### src/source/rvseed_pkg.sv
`default_nettype none

package rvseed_pkg;

    localparam int XLEN       = 64;
    localparam int INST_W     = 32;
    localparam int REG_ADDR_W = 5;
    localparam int NUM_REGS   = 32;

    // instruction field positions
    localparam int RD_LSB  = 7;
    localparam int F3_LSB  = 12;
    localparam int RS1_LSB = 15;
    localparam int RS2_LSB = 20;
    localparam int F7_LSB  = 25;

    localparam logic [2:0] F3_ADD  = 3'b000;
    localparam logic [2:0] F3_BNE  = 3'b001;
    localparam logic [2:0] F3_SD   = 3'b011;
    localparam logic [2:0] F3_JALR = 3'b000;
    localparam logic [6:0] F7_ADD  = 7'b0000000;
    localparam logic [6:0] F7_SUB  = 7'b0100000;

    localparam logic [INST_W-1:0] EBREAK_INST = 32'h0010_0073;

    typedef enum logic [6:0] {
        OPC_R     = 7'b0110011,
        OPC_I     = 7'b0010011,
        OPC_B     = 7'b1100011,
        OPC_S     = 7'b0100011,
        OPC_JAL   = 7'b1101111,
        OPC_JALR  = 7'b1100111,
        OPC_LUI   = 7'b0110111,
        OPC_AUIPC = 7'b0010111,
        OPC_SYS   = 7'b1110011
    } opcode_e;

    typedef enum logic [1:0] {
        ALU_ADD,
        ALU_SUB,
        ALU_AND
    } alu_op_e;

    typedef enum logic [1:0] {
        SRC_REG,     // rs1 + rs2
        SRC_IMM,     // rs1 + imm
        SRC_FOUR_PC, // pc + 4
        SRC_IMM_PC   // pc + imm
    } alu_src_e;

    typedef enum logic [2:0] {
        IMM_I,
        IMM_S,
        IMM_B,
        IMM_J,
        IMM_U
    } imm_op_e;

    typedef struct packed {
        logic [XLEN-1:0]   pc;
        logic [INST_W-1:0] inst;
    } fetch_t;

    typedef struct packed {
        logic [XLEN-1:0]       pc;
        logic [INST_W-1:0]     inst;
        logic [REG_ADDR_W-1:0] rd;
        logic [REG_ADDR_W-1:0] rs1;
        logic [REG_ADDR_W-1:0] rs2;
        logic                  wen;
        logic                  branch;
        logic                  jump;
        logic                  jalr;
        logic                  store;
        logic                  halt;
        logic                  illegal;
        alu_op_e               alu_op;
        alu_src_e              alu_src;
        imm_op_e               imm_op;
    } ctrl_t;

    typedef struct packed {
        logic [XLEN-1:0]       pc;
        logic [INST_W-1:0]     inst;
        logic [REG_ADDR_W-1:0] rd;
        logic                  wen;
        logic                  branch;
        logic                  jump;
        logic                  jalr;
        logic                  store;
        logic                  halt;
        logic                  illegal;
        alu_op_e               alu_op;
        alu_src_e              alu_src;
        logic [XLEN-1:0]       rs1_val;
        logic [XLEN-1:0]       rs2_val;
        logic [XLEN-1:0]       imm;
    } oper_t;

    typedef struct packed {
        logic                  valid;
        logic [REG_ADDR_W-1:0] rd;
        logic [XLEN-1:0]       data;
    } bypass_t;

    typedef struct packed {
        logic [XLEN-1:0]       pc;
        logic [XLEN-1:0]       next_pc;
        logic [INST_W-1:0]     inst;
        logic [REG_ADDR_W-1:0] rd;
        logic                  wen;
        logic [XLEN-1:0]       wdata;
        logic                  store;
        logic [XLEN-1:0]       store_addr;
        logic [XLEN-1:0]       store_data;
        logic                  halt;
        logic                  illegal;
    } commit_t;

endpackage

`default_nettype wire

### src/source/rvseed_regfile.sv
`timescale 1ns/100ps
`default_nettype none

module rvseed_regfile import rvseed_pkg::*; (
    input  wire                  clk,
    input  wire                  rst_n,
    input  wire [REG_ADDR_W-1:0] raddr1,
    input  wire [REG_ADDR_W-1:0] raddr2,
    input  wire                  wen,
    input  wire [REG_ADDR_W-1:0] waddr,
    input  wire [XLEN-1:0]       wdata,
    output logic [XLEN-1:0]      rdata1,
    output logic [XLEN-1:0]      rdata2
);

    logic [XLEN-1:0] regs [NUM_REGS];

    // combinational read, new data visible after the write edge
    assign rdata1 = regs[raddr1];
    assign rdata2 = regs[raddr2];

    always_ff @(posedge clk) begin
        if (!rst_n) begin
            for (int i = 0; i < NUM_REGS; i++) begin
                regs[i] <= '0;
            end
        end else if (wen) begin
            regs[waddr] <= wdata; // x0 kept clear by decode
        end
    end

endmodule

`default_nettype wire
### config.mk
export PLATFORM = sky130hd
export DESIGN_NAME = rvseed_regfile
export DESIGN_NICKNAME = d
export VERILOG_FILES = /design/src/source/rvseed_pkg.sv /design/src/source/rvseed_regfile.sv
export SDC_FILE = /design/constraint.sdc
export NUM_CORES = 2
export LEC_CHECK = 0
export BUFFER_PORTS_ARGS = -buffer_cell sky130_fd_sc_hd__buf_2
export CAP_MARGIN = 20
export CORE_ASPECT_RATIO = 0.8
export CORE_MARGIN = 3
export CORE_UTILIZATION = 40
export CTS_BUF_LIST = sky130_fd_sc_hd__clkbuf_4
export DETAILED_ROUTE_END_ITERATION = 10
export HOLD_SLACK_MARGIN = 0.15
export SYNTH_ARGS = -nofsm -noshare
export SYNTH_HDL_FRONTEND = slang
export SYNTH_SLANG_ARGS = --single-unit
### constraint.sdc
create_clock -name clk -period 8.86 [get_ports clk]
set_input_delay 2.658 -clock clk [delete_from_list [all_inputs] [get_ports clk]]
set_output_delay 2.658 -clock clk [all_outputs]
set_load 0.01 [all_outputs]
==> flow_summary.toml <==
[worst_setup_path]
cp_cell_sequence = "buf_2, nor2b_1, nand2_2, buf_16, buf_4, o22ai_1, nor4_1, buf_4, buf_2"
worst_setup_path_end_kind = "primary output"
start_to_end_type_of_the_worst_setup_path = "input port to primary output"
crit_path_start_kind = "input port"
critical-path-max-stage-delay_ns = 0.85
worst_ep_arrival_time_ns = 5.86
cp_data_required_time_ns = 6.20
critical_path_peak_fanout = 22
worst_path_max_delay_cell = "nor4_1"

[place]
hpwlAfterDp_mm = 256.5
globalplace.congestion = 0.9077
numPortBuffers = 209
preCtsSetupSlack_ns = 0.2824

[sta]
max_freq_mhz = 117.4
layout_min_cycle_time_ns = 8.519
setup-violations-final = 0
setup_ws_ns = 0.3407
report.final.hold_viol_count = 0
grt_setup_unrepaired = "false"
max_slew_margin = 0.1510
timing.setup.tns_ns = 0
min_period_over_period = 0.9616
finalMaxSlewViolations = 0
timing.hold.ws_ns = 1.960
max_slew.worst_pin.slew_ns = 1.269

[drt]
drt_pre_antenna_iters = 8
post_drt_via_cell_ratio = 6.721
route.final.wire_length_mm = 461.1
num_vias = 76110
dr_wl_cell_um = 40.72
number_of_design_rule_violations_left_after_detail_routing = 0
postRouteAntennaNets = 0
detail_route.iter0.violations = 15670

[cts]
cts_max_path_bufs = 4
post_cts.repair.setup_buffers = 0
clk_root_buffer_cell = "clkbuf_4"
postCtsResizedCells = 0
worst_setup_hold_path_clk_slew_ns = 0.08
cts-buffers-inserted = 537
clock-sinks = 2048
cts_tree = "done"
htree_levels = 6
cts.hold.buffers_added = 0

[synth]
most_common_flop_cell_mapped_by_yosys = "edfxtp_1"
synth_top_area_share = 0.5751
synth_common_cells = "and2_1 (2055), edfxtp_1 (2048), mux4_2 (867)"
synth.lib_cells_used.distinct = 42
post_synth_instance_area_um2 = 106900
syn-instance-count = 7045
synth_enable_flop_cells = 2048
yosys_register_bits = 2048
ys_warnings = 0
postSynth.asyncResetShare = 0
ys_top_cells_by_area = "edfxtp_1 (58%), mux4_2 (18%), and2_1 (12%)"
synth.yosys.seq_area_share = 0.5751
synth_area_per_cell_um2 = 15.18
cell_type_contributing_the_most_total_cell_area_after_synthesis = "edfxtp_1"
yosys.cell_count.top_type = "and2_1"
synth.net_count = 7127

[power_and_ir_drop]
pwr_density_cell_nw_per_um2 = 190.5
vdd_drop_max_v = 0.0001154
cellLeakagePower_nw = 41.66

[floorplan]
dieHeight_um = 468.5
die_area_um2 = 273600
initial_core_util = 0.4026
row_count = 169
io_pins = 210
core_um2 = 265600
floorplan.die.width_um = 584.1

[final_layout]
largest_register_ffs = 2048
fillers = 23290
biggestRegsByFlops = "regs (2048)"
multi_input_comb_area_um2 = 42760
seq_area_um2 = 61500
fraction_of_layout_cells_with_a_size_suffix_above_1 = 0.3094
syn_to_final_growth_pct = 12.54
design.final.nets = 7497
utilization_of_the_core_after_routing = 0.4531
regMostFlops = "regs"

[global_route]
grt_antenna_before_repair = 94
maximum_number_of_pins_on_one_net_before_global_route_repair = 69
global_route.usage.total = 0.3301
first_global_vias = 73460
globalRoute.totalOverflow = 0
grt_pass1_wl_mm = 619.1

[worst_hold_path]
min_path_type = "input port to register"

[status]
outcome = "finished clean"

[run]
maxcap_viol_count = 0
==> logic make-up after synthesis <==
kind of cell | after synthesis | synth area share
AND/OR/NAND/NOR | 2401 | 0.1387
buffers and inverters | 749 | 0.03209
AO/OA/AOI/OAI | 656 | 0.04083
flip-flops | 2048 | 0.5751
multiplexers | 1191 | 0.2133
==> worst max-delay path, delay by kind of cell <==
family | cells | cell delay [ns]
AND/OR/NAND/NOR | 3 | 1.77
buffers and inverters | 5 | 1.32
AO/OA/AOI/OAI | 1 | 0.10
==> report_power, final <==
| part | total, W | switching (W) | internal (W) |
|---|---|---|---|
| sequential | 0.0115 | 0.000288 | 0.0112 |
| combinational | 0.00294 | 0.00183 | 0.00111 |
| clock | 0.00850 | 0.00416 | 0.00434 |
| total | 0.0229 | 0.00628 | 0.0166 |
==> per-stage QoR <==
stage                     instance area (um2)  instances  total power [W]
after floorplan                        106900       7045          0.01323
after global placement                 113500      10370          0.01447
after detailed placement               113500      10380          0.01452
after CTS                              120100      11250          0.02282
after global routing                   120200      11280          0.02352
final                                  120300      11320          0.02292
==> layer usage <==
layer,global-route usage,up-vias,wire (um)
met5,0.005336,-,549
met4,0.1796,44,26360
met3,0.1384,1319,79380
met2,0.4641,7738,193600
met1,0.4314,38570,161200
li1,-,28440,-
==> area by class of cell <==
cell class                 count  share of cell area
timing repair buffer         579             0.04136
tap                         3505             0.03644
multi-input combinational   4248              0.3553
antenna                       65            0.001352
clock inverter               115            0.006862
clock buffer                 763             0.04760
sequential                  2048              0.5110
inverter                       1          0.00003119
==> worst paths after layout <==
kind / start / endpoint / slack (ns) / cells past startpoint
max: raddr1[4] / rdata1[63] / 0.34 / 9
min: wdata[61] / regs[9][61] / 1.96 / 2
==> layout by cell type, fill, tap and decap left out, drive strengths merged, types with 25 or more instances in the layout <==
master | synthesis | layout
nor4 | 91 | 91
nor2 | 69 | 69
o21ai | 37 | 37
mux4 | 867 | 867
buf | 268 | 579
o22ai | 312 | 312
nand3 | 50 | 50
a211oi | 36 | 36
clkinv | 0 | 79
clkbuf | 480 | 763
nand4 | 30 | 30
a21oi | 39 | 39
a22oi | 209 | 209
mux2i | 292 | 292
mux2 | 32 | 32
nand2 | 25 | 25
and2 | 2055 | 2055
diode | 0 | 65
edfxtp | 2048 | 2048
nor2b | 46 | 46
(Power assumes the default switching activity.)
