**config.mk**
```make
export PLATFORM = sky130hd
export DESIGN_NAME = rvseed_execute
export DESIGN_NICKNAME = d
export VERILOG_FILES = /design/src/source/rvseed_pkg.sv /design/src/source/rvseed_execute.sv
export SDC_FILE = /design/constraint.sdc
export NUM_CORES = 1
export LEC_CHECK = 0
export BUFFER_PORTS_ARGS = -buffer_cell sky130_fd_sc_hd__buf_2
export CAP_MARGIN = 20
export CORE_AREA = 2 2 314 316
export DETAILED_ROUTE_END_ITERATION = 16
export DIE_AREA = 0 0 316 318
export HOLD_SLACK_MARGIN = 0.1
export SYNTH_ARGS = -nofsm -noshare
export SYNTH_HDL_FRONTEND = slang
export SYNTH_SLANG_ARGS = --single-unit
```
**constraint.sdc**
```tcl
create_clock -name clk -period 12.7 [get_ports clk]
set_input_delay 0.635 -clock clk [delete_from_list [all_inputs] [get_ports clk]]
set_output_delay 0.635 -clock clk [all_outputs]
set_load 0.005 [all_outputs]
```
**src/source/rvseed_pkg.sv**
```systemverilog
`default_nettype none

package rvseed_pkg;

    localparam int XLEN       = 64;
    localparam int INST_W     = 32;
    localparam int REG_ADDR_W = 5;
    localparam int NUM_REGS   = 32;

    // instruction field positions
    localparam int RD_LSB  = 7;
    localparam int F3_LSB  = 12;
    localparam int RS1_LSB = 15;
    localparam int RS2_LSB = 20;
    localparam int F7_LSB  = 25;

    localparam logic [2:0] F3_ADD  = 3'b000;
    localparam logic [2:0] F3_BNE  = 3'b001;
    localparam logic [2:0] F3_SD   = 3'b011;
    localparam logic [2:0] F3_JALR = 3'b000;
    localparam logic [6:0] F7_ADD  = 7'b0000000;
    localparam logic [6:0] F7_SUB  = 7'b0100000;

    localparam logic [INST_W-1:0] EBREAK_INST = 32'h0010_0073;

    typedef enum logic [6:0] {
        OPC_R     = 7'b0110011,
        OPC_I     = 7'b0010011,
        OPC_B     = 7'b1100011,
        OPC_S     = 7'b0100011,
        OPC_JAL   = 7'b1101111,
        OPC_JALR  = 7'b1100111,
        OPC_LUI   = 7'b0110111,
        OPC_AUIPC = 7'b0010111,
        OPC_SYS   = 7'b1110011
    } opcode_e;

    typedef enum logic [1:0] {
        ALU_ADD,
        ALU_SUB,
        ALU_AND
    } alu_op_e;

    typedef enum logic [1:0] {
        SRC_REG,     // rs1 + rs2
        SRC_IMM,     // rs1 + imm
        SRC_FOUR_PC, // pc + 4
        SRC_IMM_PC   // pc + imm
    } alu_src_e;

    typedef enum logic [2:0] {
        IMM_I,
        IMM_S,
        IMM_B,
        IMM_J,
        IMM_U
    } imm_op_e;

    typedef struct packed {
        logic [XLEN-1:0]   pc;
        logic [INST_W-1:0] inst;
    } fetch_t;

    typedef struct packed {
        logic [XLEN-1:0]       pc;
        logic [INST_W-1:0]     inst;
        logic [REG_ADDR_W-1:0] rd;
        logic [REG_ADDR_W-1:0] rs1;
        logic [REG_ADDR_W-1:0] rs2;
        logic                  wen;
        logic                  branch;
        logic                  jump;
        logic                  jalr;
        logic                  store;
        logic                  halt;
        logic                  illegal;
        alu_op_e               alu_op;
        alu_src_e              alu_src;
        imm_op_e               imm_op;
    } ctrl_t;

    typedef struct packed {
        logic [XLEN-1:0]       pc;
        logic [INST_W-1:0]     inst;
        logic [REG_ADDR_W-1:0] rd;
        logic                  wen;
        logic                  branch;
        logic                  jump;
        logic                  jalr;
        logic                  store;
        logic                  halt;
        logic                  illegal;
        alu_op_e               alu_op;
        alu_src_e              alu_src;
        logic [XLEN-1:0]       rs1_val;
        logic [XLEN-1:0]       rs2_val;
        logic [XLEN-1:0]       imm;
    } oper_t;

    typedef struct packed {
        logic                  valid;
        logic [REG_ADDR_W-1:0] rd;
        logic [XLEN-1:0]       data;
    } bypass_t;

    typedef struct packed {
        logic [XLEN-1:0]       pc;
        logic [XLEN-1:0]       next_pc;
        logic [INST_W-1:0]     inst;
        logic [REG_ADDR_W-1:0] rd;
        logic                  wen;
        logic [XLEN-1:0]       wdata;
        logic                  store;
        logic [XLEN-1:0]       store_addr;
        logic [XLEN-1:0]       store_data;
        logic                  halt;
        logic                  illegal;
    } commit_t;

endpackage

`default_nettype wire

```
**src/source/rvseed_execute.sv**
```systemverilog
`timescale 1ns/100ps
`default_nettype none

module rvseed_execute import rvseed_pkg::*; (
    input  wire                   clk,
    input  wire                   rst_n,
    input  wire                   opr_valid,
    input  wire oper_t            opr_data,
    input  wire                   out_ready,
    output logic                  opr_ready,
    output bypass_t               bypass,
    output logic                  rf_wen,
    output logic [REG_ADDR_W-1:0] rf_waddr,
    output logic [XLEN-1:0]       rf_wdata,
    output logic                  out_valid,
    output commit_t               out_data
);

    logic [XLEN-1:0] op_a;
    logic [XLEN-1:0] op_b;
    logic [XLEN-1:0] result;
    logic [XLEN-1:0] pc_plus4;
    logic [XLEN-1:0] jalr_sum;
    logic [XLEN-1:0] next_pc;
    logic            taken;
    logic            load;
    commit_t         commit_d;

    always_comb begin
        case (opr_data.alu_src)
            SRC_IMM:     {op_a, op_b} = {opr_data.rs1_val, opr_data.imm};
            SRC_FOUR_PC: {op_a, op_b} = {opr_data.pc, 64'd4};
            SRC_IMM_PC:  {op_a, op_b} = {opr_data.pc, opr_data.imm};
            default:     {op_a, op_b} = {opr_data.rs1_val, opr_data.rs2_val};
        endcase
    end

    always_comb begin
        case (opr_data.alu_op)
            ALU_ADD: result = op_a + op_b;
            ALU_SUB: result = op_a - op_b;
            default: result = op_a & op_b;
        endcase
    end

    assign pc_plus4 = opr_data.pc + 64'd4;
    assign jalr_sum = opr_data.rs1_val + opr_data.imm;
    assign taken    = opr_data.branch && (result != '0); // bne

    always_comb begin
        if (opr_data.jalr)
            next_pc = {jalr_sum[XLEN-1:1], 1'b0};
        else if (taken || opr_data.jump)
            next_pc = opr_data.pc + opr_data.imm;
        else
            next_pc = pc_plus4;
    end

    always_comb begin
        commit_d            = '0;
        commit_d.pc         = opr_data.pc;
        commit_d.next_pc    = next_pc;
        commit_d.inst       = opr_data.inst;
        commit_d.rd         = opr_data.rd;
        commit_d.wen        = opr_data.wen;
        commit_d.wdata      = opr_data.wen ? result : '0;
        commit_d.store      = opr_data.store;
        commit_d.store_addr = opr_data.store ? result : '0;
        commit_d.store_data = opr_data.store ? opr_data.rs2_val : '0;
        commit_d.halt       = opr_data.halt;
        commit_d.illegal    = opr_data.illegal;
    end

    assign opr_ready = !out_valid || out_ready;
    assign load      = opr_valid && opr_ready;

    assign bypass   = '{valid: opr_valid && opr_data.wen, rd: opr_data.rd, data: result};
    assign rf_wen   = load && opr_data.wen; // write lands with the commit
    assign rf_waddr = opr_data.rd;
    assign rf_wdata = result;

    always_ff @(posedge clk) begin
        if (!rst_n)
            out_valid <= 1'b0;
        else if (opr_ready)
            out_valid <= opr_valid;
    end

    always_ff @(posedge clk) begin
        if (load)
            out_data <= commit_d;
    end

endmodule

`default_nettype wire

```
==> out/summary.txt <==
Drt pass-1 iters: 6
Hold-fix buffers, CTS: 0
CP max-delay cell: a21oi_4
Peak VDD IR: 0.0001038 V
NumNets Final: 4484
P_leak: 15.67 nW
RSZ-0062 raised after global routing: no
CTS root buf: clkbuf_16
Hold Crit Class: in2reg
Synthesized area: 0.03039 mm2
MaxCap Viol Count: 0
IO buf count: 810
Reg clk slew, reported paths: 0.05 ns
Final-report setup violation count: 0
Post-CTS Setup Repair Bufs: 0
Pwr dens: 124.3 mW/mm2
Synthesized area per cell: 9.102 um2
Seq pwr share: 0.329
Async set-reset flop share out of synthesis: 0
Drt initial violations: 2789
Post-layout min period: 9.683 ns
# DRC: 0
Crit share post-route: 0.7624
Placed cells: 5222
Pre-CTS setup slack: 2.489 ns
# resized after CTS: 0
Initial antenna violation count: 57
Worst slew margin: 0.2587
Max Slew Vio Count: 0
Routability cong.: 0.9695
GRT Util Overall: 0.2671
Clock share of power: 0.281
Number of synthesized register bits: 362
Die width: 316 um
First-pass GRT wire length: 196.2 mm
CTS tree: built
EDFF count, synth: 361
Net Sw Frac: 0.3717
Gr ovfl total: 0
Core ar.: 0.09741 mm2
Antenna Nets Post-Route: 0
Count leader, synth: edfxtp_1
DP HPWL: 115.7 mm
Combinational power share: 0.390
Worst Path Arrival: 10.02 ns
Largest net degree at the start of global routing: 83
Vias in the first global route: 28370
Non-filler cells in the finished layout: 5327
Internal Power: 2.853 mW
Share of the synthesized area in the top cell type: 0.3567
Post-synth cell types: 99
Slew @ Worst Pin: 1.103 ns
Bufs on Longest Clock Path: 3
Share of layout cells above drive strength 1: 0.2461
Synth warnings: 0
Initial Util: 0.3120
Vias/cell: 5.561
Reg area: 0.01086 mm2
Cells after Synth: 3339
Post-DP Area: 0.03503 mm2
Final hold vios: 0
CTS Buf Count: 45
Die ar.: 0.1005 mm2
Top post-synthesis cells by area: edfxtp_1 36%, ha_1 7.8%, xor2_1 4.5%, a21oi_1 4.1%, nand2_1 4.0%
Footprint of the multi-input gates: 0.01800 mm2
# rows: 115
Clk_lat worst skew: 0.62 ns
Total number of vias: 29630
Most area-hungry cell type in the Yosys netlist: edfxtp_1
Final worst slack: 3.017 ns
Syn_nets: 3839
Post-Route Skew: 0.01405 ns
Worst path most repeated cell: nor3_1
Total Wirelength: 140.0 mm
Util after Layout: 0.3751
TNS Setup: 0 ns
Area Growth Syn to Fin: 20.21%
Top FF cell, synth: edfxtp_1
Worst Setup End Kind: flip-flop
Req. time, crit path: 13.03 ns
Status: finished clean
Layout filler cell count: 10040
TritonCTS sink count: 362
Max FO, Critical Path: 60
Io pins: 811
NetSw: 1.688 mW
Largest stage delay, worst path: 0.70 ns
Synth top cells by count: 361 x edfxtp_1, 320 x nand2_1, 246 x a21oi_1, 229 x nor2_1, 189 x ha_1
Crit Path Class: in2reg
DR WL/cell: 26.28 um
Chip Height: 318 um
Htree depth: 2
Post-synthesis sequential area ratio: 0.3573
Worst setup SP type: input port
Fmax: 103.3 MHz
Post-route cell area: 0.03654 mm2
logic make-up after synthesis:
group | share of synthesized area
adder cells (fa/ha/maj) | 0.07979
flip-flops | 0.3573
AND/OR/NAND/NOR | 0.1832
AO/OA/AOI/OAI | 0.2216
buffers and inverters | 0.05109
XOR/XNOR | 0.08213
multiplexers | 0.02482
sequential cells by signal, indices dropped and copies added, names as in the netlist:
signal and flops:
out_data 361, out_valid 1
final cells by class:
cell class	count	share of cell area
Tap cell	1287	0.04408
Timing Repair Buffer	836	0.1177
Inverter	80	0.008219
Multi-Input combinational cell	2659	0.4926
Sequential cell	362	0.2973
Clock inverter	20	0.005069
Clock buffer	61	0.03363
Antenna cell	22	0.001507
critical path: cells and delay by family:
| kind | cells | cell delay [ns] |
|---|---|---|
| fa+ha+maj | 1 | 0.43 |
| xor+xnor | 1 | 0.18 |
| compound gates | 8 | 2.43 |
| simple gates | 16 | 5.18 |
| buf+inv | 3 | 1.08 |
metal layers:
layer  GRT usage  vias up  routed length (um)
li1            -    13760                   -
met1      0.3221    14270               54650
met2      0.4673     1315               69080
met3     0.05439      257               10870
met4     0.09289       28                5213
met5           0        -                 184
layout by cell type, fill, tap and decap left out, types with 43 or more instances in the layout:
cell type and count:
and2_1 178, nor2_1 228, and3_1 48, a22oi_1 56
xor2_1 156, nand3_1 74, a21oi_1 246, ha_1 189
clkbuf_16 47, buf_2 806, a31oi_1 43, nand2_1 320
xnor2_1 129, inv_1 78, a21o_1 116, o21ai_0 172
edfxtp_1 361, nor3_1 59, nand4_1 54, mux2_2 43
stage by stage:
stage | power [mW] | hold WS [ns]
2_1_floorplan | 2.622 | 0.5521
3_3_place_gp | 3.282 | 0.5569
3_5_place_dp | 3.282 | 0.5569
4_1_cts | 4.574 | 0.1624
5_1_grt | 4.773 | 0.1724
6_report | 4.540 | 0.1978
final timing paths:
check | slack, ns | cells after the start | endpoint | startpoint
worst max register to register | 9.40 | 4 | out_data[296] | out_valid
worst min-delay path | 0.20 | 1 | out_data[203] | opr_data[210]
worst min register to register | 0.57 | 2 | out_valid | out_valid
worst max-delay path | 3.02 | 29 | out_data[243] | opr_data[193]
power by group through the flow:
stage                     Combinational, mW  Sequential, mW  Clock, mW
after global routing                   1.92            1.50       1.35
after detailed placement               1.76            1.52          0
after floorplan                        1.07            1.55          0
after CTS                              1.77            1.49       1.31
final                                  1.77            1.49       1.28
after global placement                 1.76            1.52          0
No activity file was read; power rests on OpenSTA's default activity.
