==> src/source/rvseed_pkg.sv <==
`default_nettype none

package rvseed_pkg;

    localparam int XLEN       = 64;
    localparam int INST_W     = 32;
    localparam int REG_ADDR_W = 5;
    localparam int NUM_REGS   = 32;

    // instruction field positions
    localparam int RD_LSB  = 7;
    localparam int F3_LSB  = 12;
    localparam int RS1_LSB = 15;
    localparam int RS2_LSB = 20;
    localparam int F7_LSB  = 25;

    localparam logic [2:0] F3_ADD  = 3'b000;
    localparam logic [2:0] F3_BNE  = 3'b001;
    localparam logic [2:0] F3_SD   = 3'b011;
    localparam logic [2:0] F3_JALR = 3'b000;
    localparam logic [6:0] F7_ADD  = 7'b0000000;
    localparam logic [6:0] F7_SUB  = 7'b0100000;

    localparam logic [INST_W-1:0] EBREAK_INST = 32'h0010_0073;

    typedef enum logic [6:0] {
        OPC_R     = 7'b0110011,
        OPC_I     = 7'b0010011,
        OPC_B     = 7'b1100011,
        OPC_S     = 7'b0100011,
        OPC_JAL   = 7'b1101111,
        OPC_JALR  = 7'b1100111,
        OPC_LUI   = 7'b0110111,
        OPC_AUIPC = 7'b0010111,
        OPC_SYS   = 7'b1110011
    } opcode_e;

    typedef enum logic [1:0] {
        ALU_ADD,
        ALU_SUB,
        ALU_AND
    } alu_op_e;

    typedef enum logic [1:0] {
        SRC_REG,     // rs1 + rs2
        SRC_IMM,     // rs1 + imm
        SRC_FOUR_PC, // pc + 4
        SRC_IMM_PC   // pc + imm
    } alu_src_e;

    typedef enum logic [2:0] {
        IMM_I,
        IMM_S,
        IMM_B,
        IMM_J,
        IMM_U
    } imm_op_e;

    typedef struct packed {
        logic [XLEN-1:0]   pc;
        logic [INST_W-1:0] inst;
    } fetch_t;

    typedef struct packed {
        logic [XLEN-1:0]       pc;
        logic [INST_W-1:0]     inst;
        logic [REG_ADDR_W-1:0] rd;
        logic [REG_ADDR_W-1:0] rs1;
        logic [REG_ADDR_W-1:0] rs2;
        logic                  wen;
        logic                  branch;
        logic                  jump;
        logic                  jalr;
        logic                  store;
        logic                  halt;
        logic                  illegal;
        alu_op_e               alu_op;
        alu_src_e              alu_src;
        imm_op_e               imm_op;
    } ctrl_t;

    typedef struct packed {
        logic [XLEN-1:0]       pc;
        logic [INST_W-1:0]     inst;
        logic [REG_ADDR_W-1:0] rd;
        logic                  wen;
        logic                  branch;
        logic                  jump;
        logic                  jalr;
        logic                  store;
        logic                  halt;
        logic                  illegal;
        alu_op_e               alu_op;
        alu_src_e              alu_src;
        logic [XLEN-1:0]       rs1_val;
        logic [XLEN-1:0]       rs2_val;
        logic [XLEN-1:0]       imm;
    } oper_t;

    typedef struct packed {
        logic                  valid;
        logic [REG_ADDR_W-1:0] rd;
        logic [XLEN-1:0]       data;
    } bypass_t;

    typedef struct packed {
        logic [XLEN-1:0]       pc;
        logic [XLEN-1:0]       next_pc;
        logic [INST_W-1:0]     inst;
        logic [REG_ADDR_W-1:0] rd;
        logic                  wen;
        logic [XLEN-1:0]       wdata;
        logic                  store;
        logic [XLEN-1:0]       store_addr;
        logic [XLEN-1:0]       store_data;
        logic                  halt;
        logic                  illegal;
    } commit_t;

endpackage

`default_nettype wire

==> src/source/rvseed_decode.sv <==
`timescale 1ns/100ps
`default_nettype none

module rvseed_decode import rvseed_pkg::*; (
    input  wire        clk,
    input  wire        rst_n,
    input  wire        in_valid,
    input  wire fetch_t in_data,
    input  wire        dec_ready,
    output logic       in_ready,
    output logic       dec_valid,
    output ctrl_t      dec_data
);

    opcode_e               opcode;
    logic [2:0]            funct3;
    logic [6:0]            funct7;
    logic [REG_ADDR_W-1:0] rd;
    logic [REG_ADDR_W-1:0] rs1;
    logic [REG_ADDR_W-1:0] rs2;
    logic                  writes;
    ctrl_t                 ctrl_d;

    assign opcode = opcode_e'(in_data.inst[6:0]);
    assign funct3 = in_data.inst[F3_LSB +: 3];
    assign funct7 = in_data.inst[F7_LSB +: 7];
    assign rd     = in_data.inst[RD_LSB +: REG_ADDR_W];
    assign rs1    = in_data.inst[RS1_LSB +: REG_ADDR_W];
    assign rs2    = in_data.inst[RS2_LSB +: REG_ADDR_W];

    always_comb begin
        ctrl_d         = '0;
        ctrl_d.pc      = in_data.pc;
        ctrl_d.inst    = in_data.inst;
        ctrl_d.alu_op  = ALU_AND;
        ctrl_d.alu_src = SRC_REG;
        ctrl_d.imm_op  = IMM_I;
        writes         = 1'b0;
        case (opcode)
            OPC_R: begin
                writes     = 1'b1;
                ctrl_d.rs1 = rs1;
                ctrl_d.rs2 = rs2;
                if (funct3 == F3_ADD && funct7 == F7_ADD)
                    ctrl_d.alu_op = ALU_ADD;
                else if (funct3 == F3_ADD && funct7 == F7_SUB)
                    ctrl_d.alu_op = ALU_SUB;
                else
                    ctrl_d.illegal = 1'b1;
            end
            OPC_I: begin
                writes         = 1'b1;
                ctrl_d.rs1     = rs1;
                ctrl_d.alu_op  = ALU_ADD;
                ctrl_d.alu_src = SRC_IMM;
                ctrl_d.illegal = (funct3 != F3_ADD); // addi only
            end
            OPC_B: begin
                ctrl_d.rs1     = rs1;
                ctrl_d.rs2     = rs2;
                ctrl_d.branch  = 1'b1;
                ctrl_d.alu_op  = ALU_SUB; // nonzero difference means taken
                ctrl_d.imm_op  = IMM_B;
                ctrl_d.illegal = (funct3 != F3_BNE);
            end
            OPC_S: begin
                ctrl_d.rs1     = rs1;
                ctrl_d.rs2     = rs2;
                ctrl_d.store   = 1'b1;
                ctrl_d.alu_op  = ALU_ADD; // address
                ctrl_d.alu_src = SRC_IMM;
                ctrl_d.imm_op  = IMM_S;
                ctrl_d.illegal = (funct3 != F3_SD);
            end
            OPC_JAL: begin
                writes         = 1'b1;
                ctrl_d.jump    = 1'b1;
                ctrl_d.alu_op  = ALU_ADD;
                ctrl_d.alu_src = SRC_FOUR_PC; // link value
                ctrl_d.imm_op  = IMM_J;
            end
            OPC_JALR: begin
                writes         = 1'b1;
                ctrl_d.rs1     = rs1;
                ctrl_d.jump    = 1'b1;
                ctrl_d.jalr    = 1'b1;
                ctrl_d.alu_op  = ALU_ADD;
                ctrl_d.alu_src = SRC_FOUR_PC;
                ctrl_d.illegal = (funct3 != F3_JALR);
            end
            OPC_LUI: begin
                writes         = 1'b1;
                ctrl_d.alu_op  = ALU_ADD; // x0 + imm
                ctrl_d.alu_src = SRC_IMM;
                ctrl_d.imm_op  = IMM_U;
            end
            OPC_AUIPC: begin
                writes         = 1'b1;
                ctrl_d.alu_op  = ALU_ADD;
                ctrl_d.alu_src = SRC_IMM_PC;
                ctrl_d.imm_op  = IMM_U;
            end
            OPC_SYS: begin
                ctrl_d.halt    = (in_data.inst == EBREAK_INST);
                ctrl_d.illegal = (in_data.inst != EBREAK_INST); // ecall and csr not supported
            end
            default: ctrl_d.illegal = 1'b1;
        endcase
        // an unsupported code must not write, branch or store
        if (ctrl_d.illegal) begin
            writes        = 1'b0;
            ctrl_d.branch = 1'b0;
            ctrl_d.jump   = 1'b0;
            ctrl_d.jalr   = 1'b0;
            ctrl_d.store  = 1'b0;
        end
        ctrl_d.rd  = writes ? rd : '0;
        ctrl_d.wen = writes && (rd != '0); // x0 never written
    end

    assign in_ready = !dec_valid || dec_ready;

    always_ff @(posedge clk) begin
        if (!rst_n)
            dec_valid <= 1'b0;
        else if (in_ready)
            dec_valid <= in_valid;
    end

    always_ff @(posedge clk) begin
        if (in_valid && in_ready)
            dec_data <= ctrl_d;
    end

endmodule

`default_nettype wire

==> config.mk <==
export PLATFORM = sky130hd
export DESIGN_NAME = rvseed_decode
export DESIGN_NICKNAME = d
export VERILOG_FILES = /design/src/source/rvseed_pkg.sv /design/src/source/rvseed_decode.sv
export SDC_FILE = /design/constraint.sdc
export NUM_CORES = 1
export LEC_CHECK = 0
export BUFFER_PORTS_ARGS = -buffer_cell sky130_fd_sc_hd__buf_2
export CAP_MARGIN = 10
export CORE_MARGIN = 2
export CORE_UTILIZATION = 35
export CTS_BUF_LIST = sky130_fd_sc_hd__clkbuf_2 sky130_fd_sc_hd__clkbuf_4 sky130_fd_sc_hd__clkbuf_8
export DETAILED_ROUTE_END_ITERATION = 12
export HOLD_SLACK_MARGIN = 0.02
export PLACE_DENSITY = 0.65
export SLEW_MARGIN = 40
export SYNTH_ARGS = -nofsm -noshare
export SYNTH_HDL_FRONTEND = slang
export SYNTH_SLANG_ARGS = --single-unit
export TNS_END_PERCENT = 1
==> constraint.sdc <==
create_clock -name clk -period 4.25 [get_ports clk]
set_clock_uncertainty 0.2 [all_clocks]
set_input_delay 0.425 -clock clk [delete_from_list [all_inputs] [get_ports clk]]
set_output_delay 0.425 -clock clk [all_outputs]
set_load 0.02 [all_outputs]
==> qor.txt <==
Data arrival, critical path: 2430 ps
worst relative slew slack: 58.0%
clk slew on worst S/H paths: 70 ps
Synth top area share: 88.3%
placed cell count: 577
Worst Hold End: dec_valid$_SDFFE_PN0N_
final setup violation count: 0
simple-gate share of the synthesized area: 8.18%
adder-cell share of the synthesized area: 0%
Hold Crit Depth: 3
crit end category: register
I/O pin count: 227
CP delay by family, top: simple AND/OR/NAND/NOR gates
Via density: 4.44
H-tree levels: 4
routability cong.: 0.792
First DRT Iteration DRCs: 197
Sw Share: 21.8%
Die Area: 0.0130 mm²
Setup Buffers After CTS: 0
CP Max Fanout: 3
share of layout cells above drive strength 1: 47.3%
clk_lat worst skew: 410 ps
initial cell density of the core: 35.7%
area growth from synthesis to layout: 63.6%
worst-path cell chain: dlygate4sd3_1 -> buf_2 -> or4_1 -> nor4_1 -> nand4_1 -> nor4_2 -> o21ai_1
Main synth FF type: edfxtp_1
cts hold-fix bufs: 92
drt drc: 0
fmax: 406 MHz
std cell rows: 40
first-pass GRT wire length: 16700 µm
GRT Total Usage: 17.4%
Net Sw Power: 0.656 mW
area leader, netlist: edfxtp_1
Final TNS setup: 0 ps
total core area: 0.0119 mm²
antenna cells: 0
main combinational cell family by area after synthesis: simple AND/OR/NAND/NOR gates
xor/xnor cell area share of the yosys netlist: 0.412%
Comb pwr share: 11.0%
count of input and output buffers: 226
hold wc startpoint: in_valid
largest net degree at the start of global routing: 80
post-synthesis async set-or-reset flop share: 0%
Die W: 114 µm
r2r endpoint: dec_data[28]$_SDFFCE_PN0P_
VDD IR max: 236 µV
Yosys cell types: 33
syn avg cell area: 20.6 µm²
via count: 3114
Req. time, crit path: 4210 ps
Gate Count Post-Synth: 206
CTS tree: built
slowest stage cell, crit path: dlygate4sd3_1
Clock power frac: 40.3%
clk buf depth: 2
Flop pwr share: 48.7%
number of synthesized flops with an enable pin: 125
gr ovfl total: 0
die height: 114 µm
nets: 641
average wire per standard cell: 16.0 µm
initial antenna violation count: 0
Synth Warn #: 0
DRT Pass-1 Iters: 6
most common cell in the netlist: edfxtp_1
Final Cycle Share: 57.9%
Seq/Total Area, Yosys: 88.7%
Final Hold Fails: 0
clk sinks: 126
actual slew at the worst max-slew pin: 630 ps
PostCTS Resize Cnt: 0
post-synthesis mux area share: 0%
Routed Antenna Nets: 0
status: completed
Synth top cells by count: edfxtp_1, and2_1, nand2_1
critical path buffer and inverter count: 2
Num CTS Buffers: 17
synthesized net count: 306
unrepaired setup endpoints after global routing: false
Critical Path Max Stage Delay: 530 ps
final worst path period need: 2460 ps
WS Path Type: primary input to register
max-slew violations: 0
crit start category: primary input
LEAKAGE: 2.94 nW
Yosys reg bits: 126
drt total wl: 11200 µm
fillcell total: 961
Hold Crit Class: primary input to register
Cell Area, Synth: 0.00425 mm²
FF-to-FF Start: dec_valid$_SDFFE_PN0N_
cell internal pwr: 2.35 mW
HPWL Detailed: 7020 µm
Max-Cap Viols: 0
worst-case reg-to-reg path depth: 3
post-synthesis compound-gate area fraction: 1.71%
Pwr Density: 433 mW/mm²
root buffer cell: clkbuf_8
final std cells w/o fill: 701
vias in the first global route: 3344
reg2reg setup slack: 2210 ps
largest cells by area after synthesis: edfxtp_1, and2_1, and3_1
[worst max path at each step]
| stage | from | endpoint | slack [ps] | cells past startpoint |
|---|---|---|---|---|
| 3_5_place_dp | in_data[19] | dec_data[7]$_DFFE_PP_ | 1820 | 6 |
| 6_report | in_data[19] | dec_data[7]$_DFFE_PP_ | 1790 | 7 |
| 4_1_cts | in_data[19] | dec_data[7]$_DFFE_PP_ | 1720 | 7 |
| 5_1_grt | in_data[19] | dec_data[7]$_DFFE_PP_ | 1650 | 7 |
| 3_3_place_gp | in_data[6] | dec_data[28]$_SDFFCE_PN0P_ | 1930 | 6 |
| 2_1_floorplan | dec_ready | dec_data[0]$_DFFE_PP_ | 1340 | 2 |
[final cells by class]
class	count	area, µm²	area share, %
inverters	5	18.8	0.270
clock inverters	13	219	3.15
clock buffers	19	249	3.58
flip-flops and latches	126	3770	54.2
well taps	147	184	2.64
multi-input cells	72	440	6.33
repair buffers	319	2070	29.8
[cell families after synthesis]
kind of cell    Yosys count
xor+xnor                  2
compound gates           12
simple gates             58
flops                   126
buf+inv                   8
[power by group through the flow]
| stage | clock network [mW] | registers [mW] | logic (mW) |
|---|---|---|---|
| after floorplan | 0 | 1.59 | 0.0398 |
| after global placement | 0 | 1.49 | 0.262 |
| after detailed placement | 0 | 1.49 | 0.267 |
| after CTS | 1.24 | 1.47 | 0.333 |
| after global routing | 1.30 | 1.47 | 0.356 |
| final | 1.21 | 1.47 | 0.333 |
[metrics by stage]
step	hold WS (ps)	cell area (µm²)	setup WS, ps	power (mW)	util, %
2_1_floorplan	324	4250	1340	1.63	-
3_3_place_gp	310	5570	1930	1.75	46.7
3_5_place_dp	338	5570	1820	1.76	46.7
4_1_cts	25.3	6960	1720	3.04	58.4
5_1_grt	26.3	6960	1650	3.12	58.4
6_report	62.0	6960	1790	3.01	58.4
[worst min-delay path: stages]
cell and delay [ps]:
buf_2 100, inv_1 40, a21boi_0 60
[flip-flops by register name (all words and copies together), names as in the netlist]
| name | count |
|---|---|
| dec_data | 125 |
| dec_valid | 1 |
[cells in the final DEF, fill, tap and decap left out, types with 4 or more instances in the layout]
master,n
edfxtp_1,125
a21oi_1,4
clkinv_2,4
and2_1,11
nor2_1,4
buf_2,226
nand2_1,9
dlygate4sd3_1,92
inv_1,5
bufinv_16,6
clkbuf_8,17
and3_1,7
[layer usage]
metal | wire, µm | global-route usage (%) | vias to the layer above
met3 | 842 | 6.93 | 17
li1 | - | - | 1473
met5 | 0 | 0 | -
met4 | 212 | 7.48 | 0
met2 | 6070 | 32.3 | 145
met1 | 4090 | 17.1 | 1479
Note: power is estimated with default switching activity, not from simulation.
