**config.mk**
```make
export PLATFORM = sky130hd
export DESIGN_NAME = rvseed_operand
export DESIGN_NICKNAME = d
export VERILOG_FILES = /design/src/source/rvseed_pkg.sv /design/src/source/rvseed_operand.sv
export SDC_FILE = /design/constraint.sdc
export NUM_CORES = 1
export LEC_CHECK = 0
export CAP_MARGIN = 20
export CELL_PAD_IN_SITES_DETAIL_PLACEMENT = 1
export CELL_PAD_IN_SITES_GLOBAL_PLACEMENT = 1
export CORE_AREA = 2 2 248 250
export CTS_CLUSTER_SIZE = 14
export DETAILED_ROUTE_END_ITERATION = 10
export DIE_AREA = 0 0 250 252
export DONT_BUFFER_PORTS = 1
export PLACE_DENSITY = 0.48
export SLEW_MARGIN = 20
export SYNTH_ARGS = -nofsm -noshare
export SYNTH_HDL_FRONTEND = slang
export SYNTH_SLANG_ARGS = --single-unit
```
**constraint.sdc**
```tcl
create_clock -name clk -period 19.7 [get_ports clk]
set_input_delay 0.985 -clock clk [delete_from_list [all_inputs] [get_ports clk]]
set_output_delay 0.985 -clock clk [all_outputs]
set_load 0.02 [all_outputs]
```
**src/source/rvseed_pkg.sv**
```systemverilog
`default_nettype none

package rvseed_pkg;

    localparam int XLEN       = 64;
    localparam int INST_W     = 32;
    localparam int REG_ADDR_W = 5;
    localparam int NUM_REGS   = 32;

    // instruction field positions
    localparam int RD_LSB  = 7;
    localparam int F3_LSB  = 12;
    localparam int RS1_LSB = 15;
    localparam int RS2_LSB = 20;
    localparam int F7_LSB  = 25;

    localparam logic [2:0] F3_ADD  = 3'b000;
    localparam logic [2:0] F3_BNE  = 3'b001;
    localparam logic [2:0] F3_SD   = 3'b011;
    localparam logic [2:0] F3_JALR = 3'b000;
    localparam logic [6:0] F7_ADD  = 7'b0000000;
    localparam logic [6:0] F7_SUB  = 7'b0100000;

    localparam logic [INST_W-1:0] EBREAK_INST = 32'h0010_0073;

    typedef enum logic [6:0] {
        OPC_R     = 7'b0110011,
        OPC_I     = 7'b0010011,
        OPC_B     = 7'b1100011,
        OPC_S     = 7'b0100011,
        OPC_JAL   = 7'b1101111,
        OPC_JALR  = 7'b1100111,
        OPC_LUI   = 7'b0110111,
        OPC_AUIPC = 7'b0010111,
        OPC_SYS   = 7'b1110011
    } opcode_e;

    typedef enum logic [1:0] {
        ALU_ADD,
        ALU_SUB,
        ALU_AND
    } alu_op_e;

    typedef enum logic [1:0] {
        SRC_REG,     // rs1 + rs2
        SRC_IMM,     // rs1 + imm
        SRC_FOUR_PC, // pc + 4
        SRC_IMM_PC   // pc + imm
    } alu_src_e;

    typedef enum logic [2:0] {
        IMM_I,
        IMM_S,
        IMM_B,
        IMM_J,
        IMM_U
    } imm_op_e;

    typedef struct packed {
        logic [XLEN-1:0]   pc;
        logic [INST_W-1:0] inst;
    } fetch_t;

    typedef struct packed {
        logic [XLEN-1:0]       pc;
        logic [INST_W-1:0]     inst;
        logic [REG_ADDR_W-1:0] rd;
        logic [REG_ADDR_W-1:0] rs1;
        logic [REG_ADDR_W-1:0] rs2;
        logic                  wen;
        logic                  branch;
        logic                  jump;
        logic                  jalr;
        logic                  store;
        logic                  halt;
        logic                  illegal;
        alu_op_e               alu_op;
        alu_src_e              alu_src;
        imm_op_e               imm_op;
    } ctrl_t;

    typedef struct packed {
        logic [XLEN-1:0]       pc;
        logic [INST_W-1:0]     inst;
        logic [REG_ADDR_W-1:0] rd;
        logic                  wen;
        logic                  branch;
        logic                  jump;
        logic                  jalr;
        logic                  store;
        logic                  halt;
        logic                  illegal;
        alu_op_e               alu_op;
        alu_src_e              alu_src;
        logic [XLEN-1:0]       rs1_val;
        logic [XLEN-1:0]       rs2_val;
        logic [XLEN-1:0]       imm;
    } oper_t;

    typedef struct packed {
        logic                  valid;
        logic [REG_ADDR_W-1:0] rd;
        logic [XLEN-1:0]       data;
    } bypass_t;

    typedef struct packed {
        logic [XLEN-1:0]       pc;
        logic [XLEN-1:0]       next_pc;
        logic [INST_W-1:0]     inst;
        logic [REG_ADDR_W-1:0] rd;
        logic                  wen;
        logic [XLEN-1:0]       wdata;
        logic                  store;
        logic [XLEN-1:0]       store_addr;
        logic [XLEN-1:0]       store_data;
        logic                  halt;
        logic                  illegal;
    } commit_t;

endpackage

`default_nettype wire

```
**src/source/rvseed_operand.sv**
```systemverilog
`timescale 1ns/100ps
`default_nettype none

module rvseed_operand import rvseed_pkg::*; (
    input  wire                   clk,
    input  wire                   rst_n,
    input  wire                   dec_valid,
    input  wire ctrl_t            dec_data,
    input  wire [XLEN-1:0]        rdata1,
    input  wire [XLEN-1:0]        rdata2,
    input  wire bypass_t          bypass,
    input  wire                   opr_ready,
    output logic                  dec_ready,
    output logic [REG_ADDR_W-1:0] raddr1,
    output logic [REG_ADDR_W-1:0] raddr2,
    output logic                  opr_valid,
    output oper_t                 opr_data
);

    logic [INST_W-1:0] inst;
    logic [XLEN-1:0]   imm;
    oper_t             opr_d;

    assign inst   = dec_data.inst;
    assign raddr1 = dec_data.rs1;
    assign raddr2 = dec_data.rs2;

    always_comb begin
        case (dec_data.imm_op)
            IMM_S:   imm = {{52{inst[31]}}, inst[31:25], inst[11:7]};
            IMM_B:   imm = {{51{inst[31]}}, inst[31], inst[7], inst[30:25], inst[11:8], 1'b0};
            IMM_J:   imm = {{43{inst[31]}}, inst[31], inst[19:12], inst[20], inst[30:21], 1'b0};
            IMM_U:   imm = {{32{inst[31]}}, inst[31:12], 12'b0};
            default: imm = {{52{inst[31]}}, inst[31:20]};
        endcase
    end

    always_comb begin
        opr_d         = '0;
        opr_d.pc      = dec_data.pc;
        opr_d.inst    = dec_data.inst;
        opr_d.rd      = dec_data.rd;
        opr_d.wen     = dec_data.wen;
        opr_d.branch  = dec_data.branch;
        opr_d.jump    = dec_data.jump;
        opr_d.jalr    = dec_data.jalr;
        opr_d.store   = dec_data.store;
        opr_d.halt    = dec_data.halt;
        opr_d.illegal = dec_data.illegal;
        opr_d.alu_op  = dec_data.alu_op;
        opr_d.alu_src = dec_data.alu_src;
        opr_d.imm     = imm;
        // execute writes on the same edge, so take its result directly
        opr_d.rs1_val = (bypass.valid && bypass.rd == dec_data.rs1) ? bypass.data : rdata1;
        opr_d.rs2_val = (bypass.valid && bypass.rd == dec_data.rs2) ? bypass.data : rdata2;
    end

    assign dec_ready = !opr_valid || opr_ready;

    always_ff @(posedge clk) begin
        if (!rst_n)
            opr_valid <= 1'b0;
        else if (dec_ready)
            opr_valid <= dec_valid;
    end

    always_ff @(posedge clk) begin
        if (dec_valid && dec_ready)
            opr_data <= opr_d;
    end

endmodule

`default_nettype wire

```
==> results of run 1 <==
-- critical path, stage by stage (launching register included) --
cell and delay [ps]:
edfxtp_1 320, buf_4 860, buf_12 320
-- logic make-up after synthesis --
| logic type | count (synthesis) |
|---|---|
| buf+inv | 66 |
| simple gates | 32 |
| compound gates | 36 |
| xor+xnor | 10 |
| mux | 134 |
| flops | 272 |
-- placed cells by master (no fill, tap or decap), drive strengths merged --
cell type	synthesis	routed
buf	58	9
and3b	1	1
dfxtp	1	1
nand2b	2	2
nor3b	1	1
nor2	3	3
o21ai	12	12
a21boi	1	1
clkbuf	6	39
edfxtp	271	271
diode	0	1
a21oi	5	5
or2	4	4
a21o	11	11
and2	1	1
mux2i	6	6
o211ai	1	1
nand2	9	9
xnor2	2	2
inv	2	2
a311oi	1	1
xor2	8	8
and3	2	2
a221o	4	4
o31ai	1	1
nor2b	7	7
mux2	128	128
bufinv	0	2
nor4	2	2
clkinv	0	15
-- metal layers --
layer  share of wire [%]  global-route usage (%)  up-vias
li1                    -                       -     2035
met1                  33                    8.93     2468
met2                  54                    17.6      385
met3                  11                    4.30       45
met4                 2.2                    2.57        2
met5               0.038                       0        -
-- final cells by class --
| type | count | area (um^2) | area share [%] |
|---|---|---|---|
| flip-flops and latches | 272 | 8160 | 65.7 |
| inverters | 2 | 7.51 | 0.0605 |
| repair buffers | 9 | 92.6 | 0.746 |
| diodes | 1 | 2.50 | 0.0202 |
| multi-input cells | 212 | 2240 | 18.1 |
| well taps | 782 | 978 | 7.88 |
| clock inverters | 17 | 124 | 0.998 |
| clock buffers | 39 | 806 | 6.49 |
-- power breakdown --
part	internal, uW	switching, uW	total (uW)	leakage (uW)
Clock	312	229	540	0.000457
Sequential	685	62.4	747	0.00263
Combinational	24.5	33.8	58.4	0.00100
-- state kept, by name, summed over array words and instances (netlist names) --
| name | count |
|---|---|
| opr_data | 271 |
| opr_valid | 1 |
-- metrics by stage --
| stage | instances | hold WS (ps) | area (um^2) |
|---|---|---|---|
| floorplan | 550 | 750 | 11000 |
| global placement | 1277 | 821 | 11500 |
| detailed placement | 1277 | 815 | 11500 |
| CTS | 1333 | 455 | 12400 |
| global route | 1334 | 460 | 12400 |
| finish | 1334 | 508 | 12400 |
-- final timing paths --
| path | start | end | slack (ps) |
|---|---|---|---|
| hold reg to reg | opr_valid | opr_valid | 830 |
| setup / recovery | opr_data[239] | opr_data[35] | 16630 |
| setup reg to reg | opr_valid | opr_data[289] | 16720 |
| hold / removal | dec_data[116] | opr_data[295] | 510 |
==> impl_metrics.csv, run 1 <==
group,metric,value,unit
outcome,status,"completed",
place,place_worst_setup_slack,16100,ps
die,num_io_pins,643,
yosys,yosysTopAreaCell,"edfxtp_1",
global_route,grt_pass1_vias,5406,
worst_setup_path,arrival,2090,ps
routing,first_pass_iters,4,
routing,ant_nets,0,
pwr,p_leak,0.00409,uW
yosys,synth_top_area_share,74.3,%
yosys,synth_xor_area_share,0.799,%
die,initial_utilization,18.2,%
worst_setup_path,rr_worst_depth,4,
yosys,post-synth-top-count-cell,"edfxtp_1",
clocking,htreeDepth,1,
sta,final_max_slew_viol_count,0,
yosys,synth_edf_count,271,
finish,fin_util,20.6,%
yosys,synth_top_family_by_area,"multiplexers",
flow_run,max_cap_violations,0,
sta,fin_ws,16630,ps
die,num_rows,90,
clocking,clk_pin_slew_worst_paths,60,ps
clocking,cts_hold_repair.buffers,0,
global_route,grt_first_pass_wirelength,42.4,mm
worst_setup_path,worstSetupPathType,"reg2out",
routing,routedWlPerCell,23.8,um
clocking,clock_path_buffers,3,
clocking,cts-root-buf,"clkbuf_16",
yosys,syn_avg_cell_area,19.9,um^2
sta,skew,22.5,ps
place,dp_hpwl,23.9,mm
sta,tns,0,ps
global_route,grt_start_max_net_pins,71,
yosys,synth_cell_type_count,31,
worst_hold_path,hold_path_depth,0,
clocking,cts.sinks,272,
sta,relSlewSlack,25.9,%
pwr,p_per_area,108,mW/mm^2
worst_hold_path,worstHoldPathType,"in2reg",
yosys,yosysSeqAreaShare,74.4,%
clocking,numCtsBuffers,30,
pwr,fin_total_pwr,1350,uW
pwr,ir_drop,0.0510,mV
yosys,ys_warn_count,0,
sta,setup_viol,0,
sta,post-route-min-period,3070,ps
clocking,post_cts_buffers,0,
sta,finalHoldViolations,0,
yosys,ys.flop_type,"edfxtp_1",
clocking,clock_latency,570,ps
die,die_y,252,um
global_route,grt_overflow,0,
worst_setup_path,end_kind,"output port",
global_route,antenna_found_initial,5,
worst_setup_path,cp_max_fo,21,
yosys,synth_common_cells,"edfxtp_1, mux2_2, mux2_4",
yosys,ys_ff_latch,272,
place,routabilityCongestion,0.792,
place,port_buffers,0,
die,fp.dieArea,0.0630,mm^2
yosys,synthesis.area,0.0110,mm^2
routing,routed-via-count,4935,
yosys,syn_inst,550,
global_route,grt.total_usage,9.28,%
die,core,0.0601,mm^2
sta,grt_setup_unrepaired,"no",
routing,drtIter0Drc,241,
yosys,synth-simple-area-share,1.63,%
yosys,ys_async_sr_fraction,0,%
clocking,cts_tree,"done",
sta,fmax,325,MHz
finish,nets,854,
clocking,cts_resized,0,
worst_setup_path,worstSetupStartpointType,"register",
yosys,synthMuxAreaShare,15.8,%
die,die_x,250,um
routing,vias_per_cell,3.70,
yosys,yosys-top-cells-area,"edfxtp_1, mux2_4, mux2_2",
sta,fin_crit_sh,15.6,%
finish,drive_above_1_share,33.4,%
routing,drcViolationCount,0,
finish,fill_cells,6523,
yosys,synthAdderAreaFrac,0,%
yosys,syn_nets,877,
finish,area_growth,13.3,%
yosys,synth_compound_area_share,2.18,%
sta,worst_pin_slew,1120,ps
routing,postRouteWirelength,31.8,mm
worst_setup_path,cp.required,18720,ps
Note: power is estimated with default switching activity, not from simulation.
==> inputs of run 2 (changes only) <==
- clock period: 19.7 -> 3.2 ns (I/O delays scaled with it)
==> run 2 against run 1 <==
Net effect: the flow now stops in clock tree synthesis (4_1_cts); synthesized cell count stayed put; area after synthesis stayed put.
==> impl_metrics.csv, run 2 <==
group,metric,value,unit
outcome,status,"stopped before the end",
outcome,lastStage,"clock tree synthesis (4_1_cts)",
outcome,error_line,"[ERROR RSZ-0060] Max buffer count reached.",
clocking,htreeDepth,1,
die,die_x,250,um
clocking,clock_path_buffers,3,
die,die_y,252,um
yosys,synthAdderAreaFrac,0,%
die,num_rows,90,
clocking,numCtsBuffers,30,
clocking,cts-root-buf,"clkbuf_16",
clocking,cts.sinks,272,
yosys,post-synth-top-count-cell,"edfxtp_1",
yosys,synth_cell_type_count,31,
yosys,synth_xor_area_share,0.799,%
yosys,syn_nets,877,
yosys,ys.flop_type,"edfxtp_1",
yosys,synth_common_cells,"edfxtp_1, mux2_2, mux2_4",
place,postPlaceCellArea,0.0116,mm^2
yosys,synthMuxAreaShare,15.8,%
clocking,cts_resized,0,
die,initial_utilization,18.2,%
yosys,synth_compound_area_share,2.18,%
yosys,yosysSeqAreaShare,74.4,%
yosys,synth-simple-area-share,1.63,%
place,dp_hpwl,26.1,mm
yosys,syn_inst,550,
yosys,syn_avg_cell_area,19.9,um^2
yosys,synth_top_area_share,74.3,%
yosys,synth_top_family_by_area,"multiplexers",
yosys,yosys-top-cells-area,"edfxtp_1, mux2_4, mux2_2",
place,routabilityCongestion,0.793,
clocking,cts_hold_repair.buffers,268,
yosys,yosysTopAreaCell,"edfxtp_1",
yosys,synthesis.area,0.0110,mm^2
clocking,post_cts_buffers,0,
place,port_buffers,0,
yosys,ys_async_sr_fraction,0,%
yosys,ys_ff_latch,272,
die,num_io_pins,643,
yosys,ys_warn_count,0,
yosys,synth_edf_count,271,
[run 2: cell counts after synthesis]
Identical to the previous run, type by type.
[run 2: per-stage QoR]
stage | instances | setup slack (ps)
after floorplan | 550 | 211
after global placement | 1286 | 981
after detailed placement | 1286 | 984
[run 2: logic make-up after synthesis]
| logic type | count (synthesis) |
|---|---|
| muxes | 134 |
| DFF | 272 |
| AOI/OAI and AO/OA | 36 |
| buffers and inverters | 66 |
| and+or+nand+nor | 32 |
| xor gates and xnor gates | 10 |
==> inputs of run 3 (changes only) <==
- CELL_PAD_IN_SITES_DETAIL_PLACEMENT: 1 -> unset
- CELL_PAD_IN_SITES_GLOBAL_PLACEMENT: 1 -> unset
- CORE_AREA: 2 2 248 250 -> 2 2 252 254
- CTS_CLUSTER_SIZE: 14 -> unset
- DIE_AREA: 0 0 250 252 -> 0 0 254 256
- PLACE_DENSITY: 0.48 -> unset
- PLACE_DENSITY_LB_ADDON: unset -> 0.15
==> run 3 against run 2 <==
Net effect: the flow again stops in clock tree synthesis (4_1_cts); area after synthesis unchanged; synthesized cell count unchanged.
==> impl_metrics.csv, run 3 <==
group,metric,value,unit
yosys,yosys-top-cells-area,"edfxtp_1, mux2_4, mux2_2",
yosys,synth_top_area_share,74.3,%
clocking,cts_hold_repair.buffers,282,
clocking,cts_resized,0,
place,dp_hpwl,24.2,mm
die,die_y,256,um
yosys,yosysSeqAreaShare,74.4,%
yosys,post-synth-top-count-cell,"edfxtp_1",
outcome,status,"stopped before the end",
outcome,lastStage,"clock tree synthesis (4_1_cts)",
clocking,post_cts_buffers,0,
clocking,htreeDepth,1,
yosys,ys_warn_count,0,
clocking,cts.sinks,272,
place,place_worst_setup_slack,1030,ps
yosys,syn_inst,550,
yosys,ys_async_sr_fraction,0,%
die,die_x,254,um
yosys,syn_avg_cell_area,19.9,um^2
yosys,ys.flop_type,"edfxtp_1",
clocking,numCtsBuffers,30,
clocking,cts-root-buf,"clkbuf_16",
die,num_rows,92,
yosys,yosysTopAreaCell,"edfxtp_1",
yosys,synth_common_cells,"edfxtp_1, mux2_2, mux2_4",
yosys,ys_ff_latch,272,
die,initial_utilization,17.6,%
die,num_io_pins,643,
yosys,synth_cell_type_count,31,
place,placedCellCount,1352,
yosys,synth_edf_count,271,
yosys,synthesis.area,0.0110,mm^2
yosys,syn_nets,877,
outcome,error_line,"[ERROR RSZ-0060] Max buffer count reached.",
place,port_buffers,0,
clocking,clock_path_buffers,3,
place,routabilityCongestion,0.773,
-- run 3: cell families after synthesis --
kind of cell / share of synthesized area, %
DFF: 74.4
muxes: 15.8
buffers and inverters: 5.18
AOI/OAI and AO/OA: 2.18
and+or+nand+nor: 1.63
xor gates and xnor gates: 0.799
-- run 3: through the flow --
step / util (%) / cell area [um^2] / hold slack (ps)
floorplan: - / 11000 / 259
global placement: 18.8 / 11700 / 259
detailed placement: 18.8 / 11700 / 259
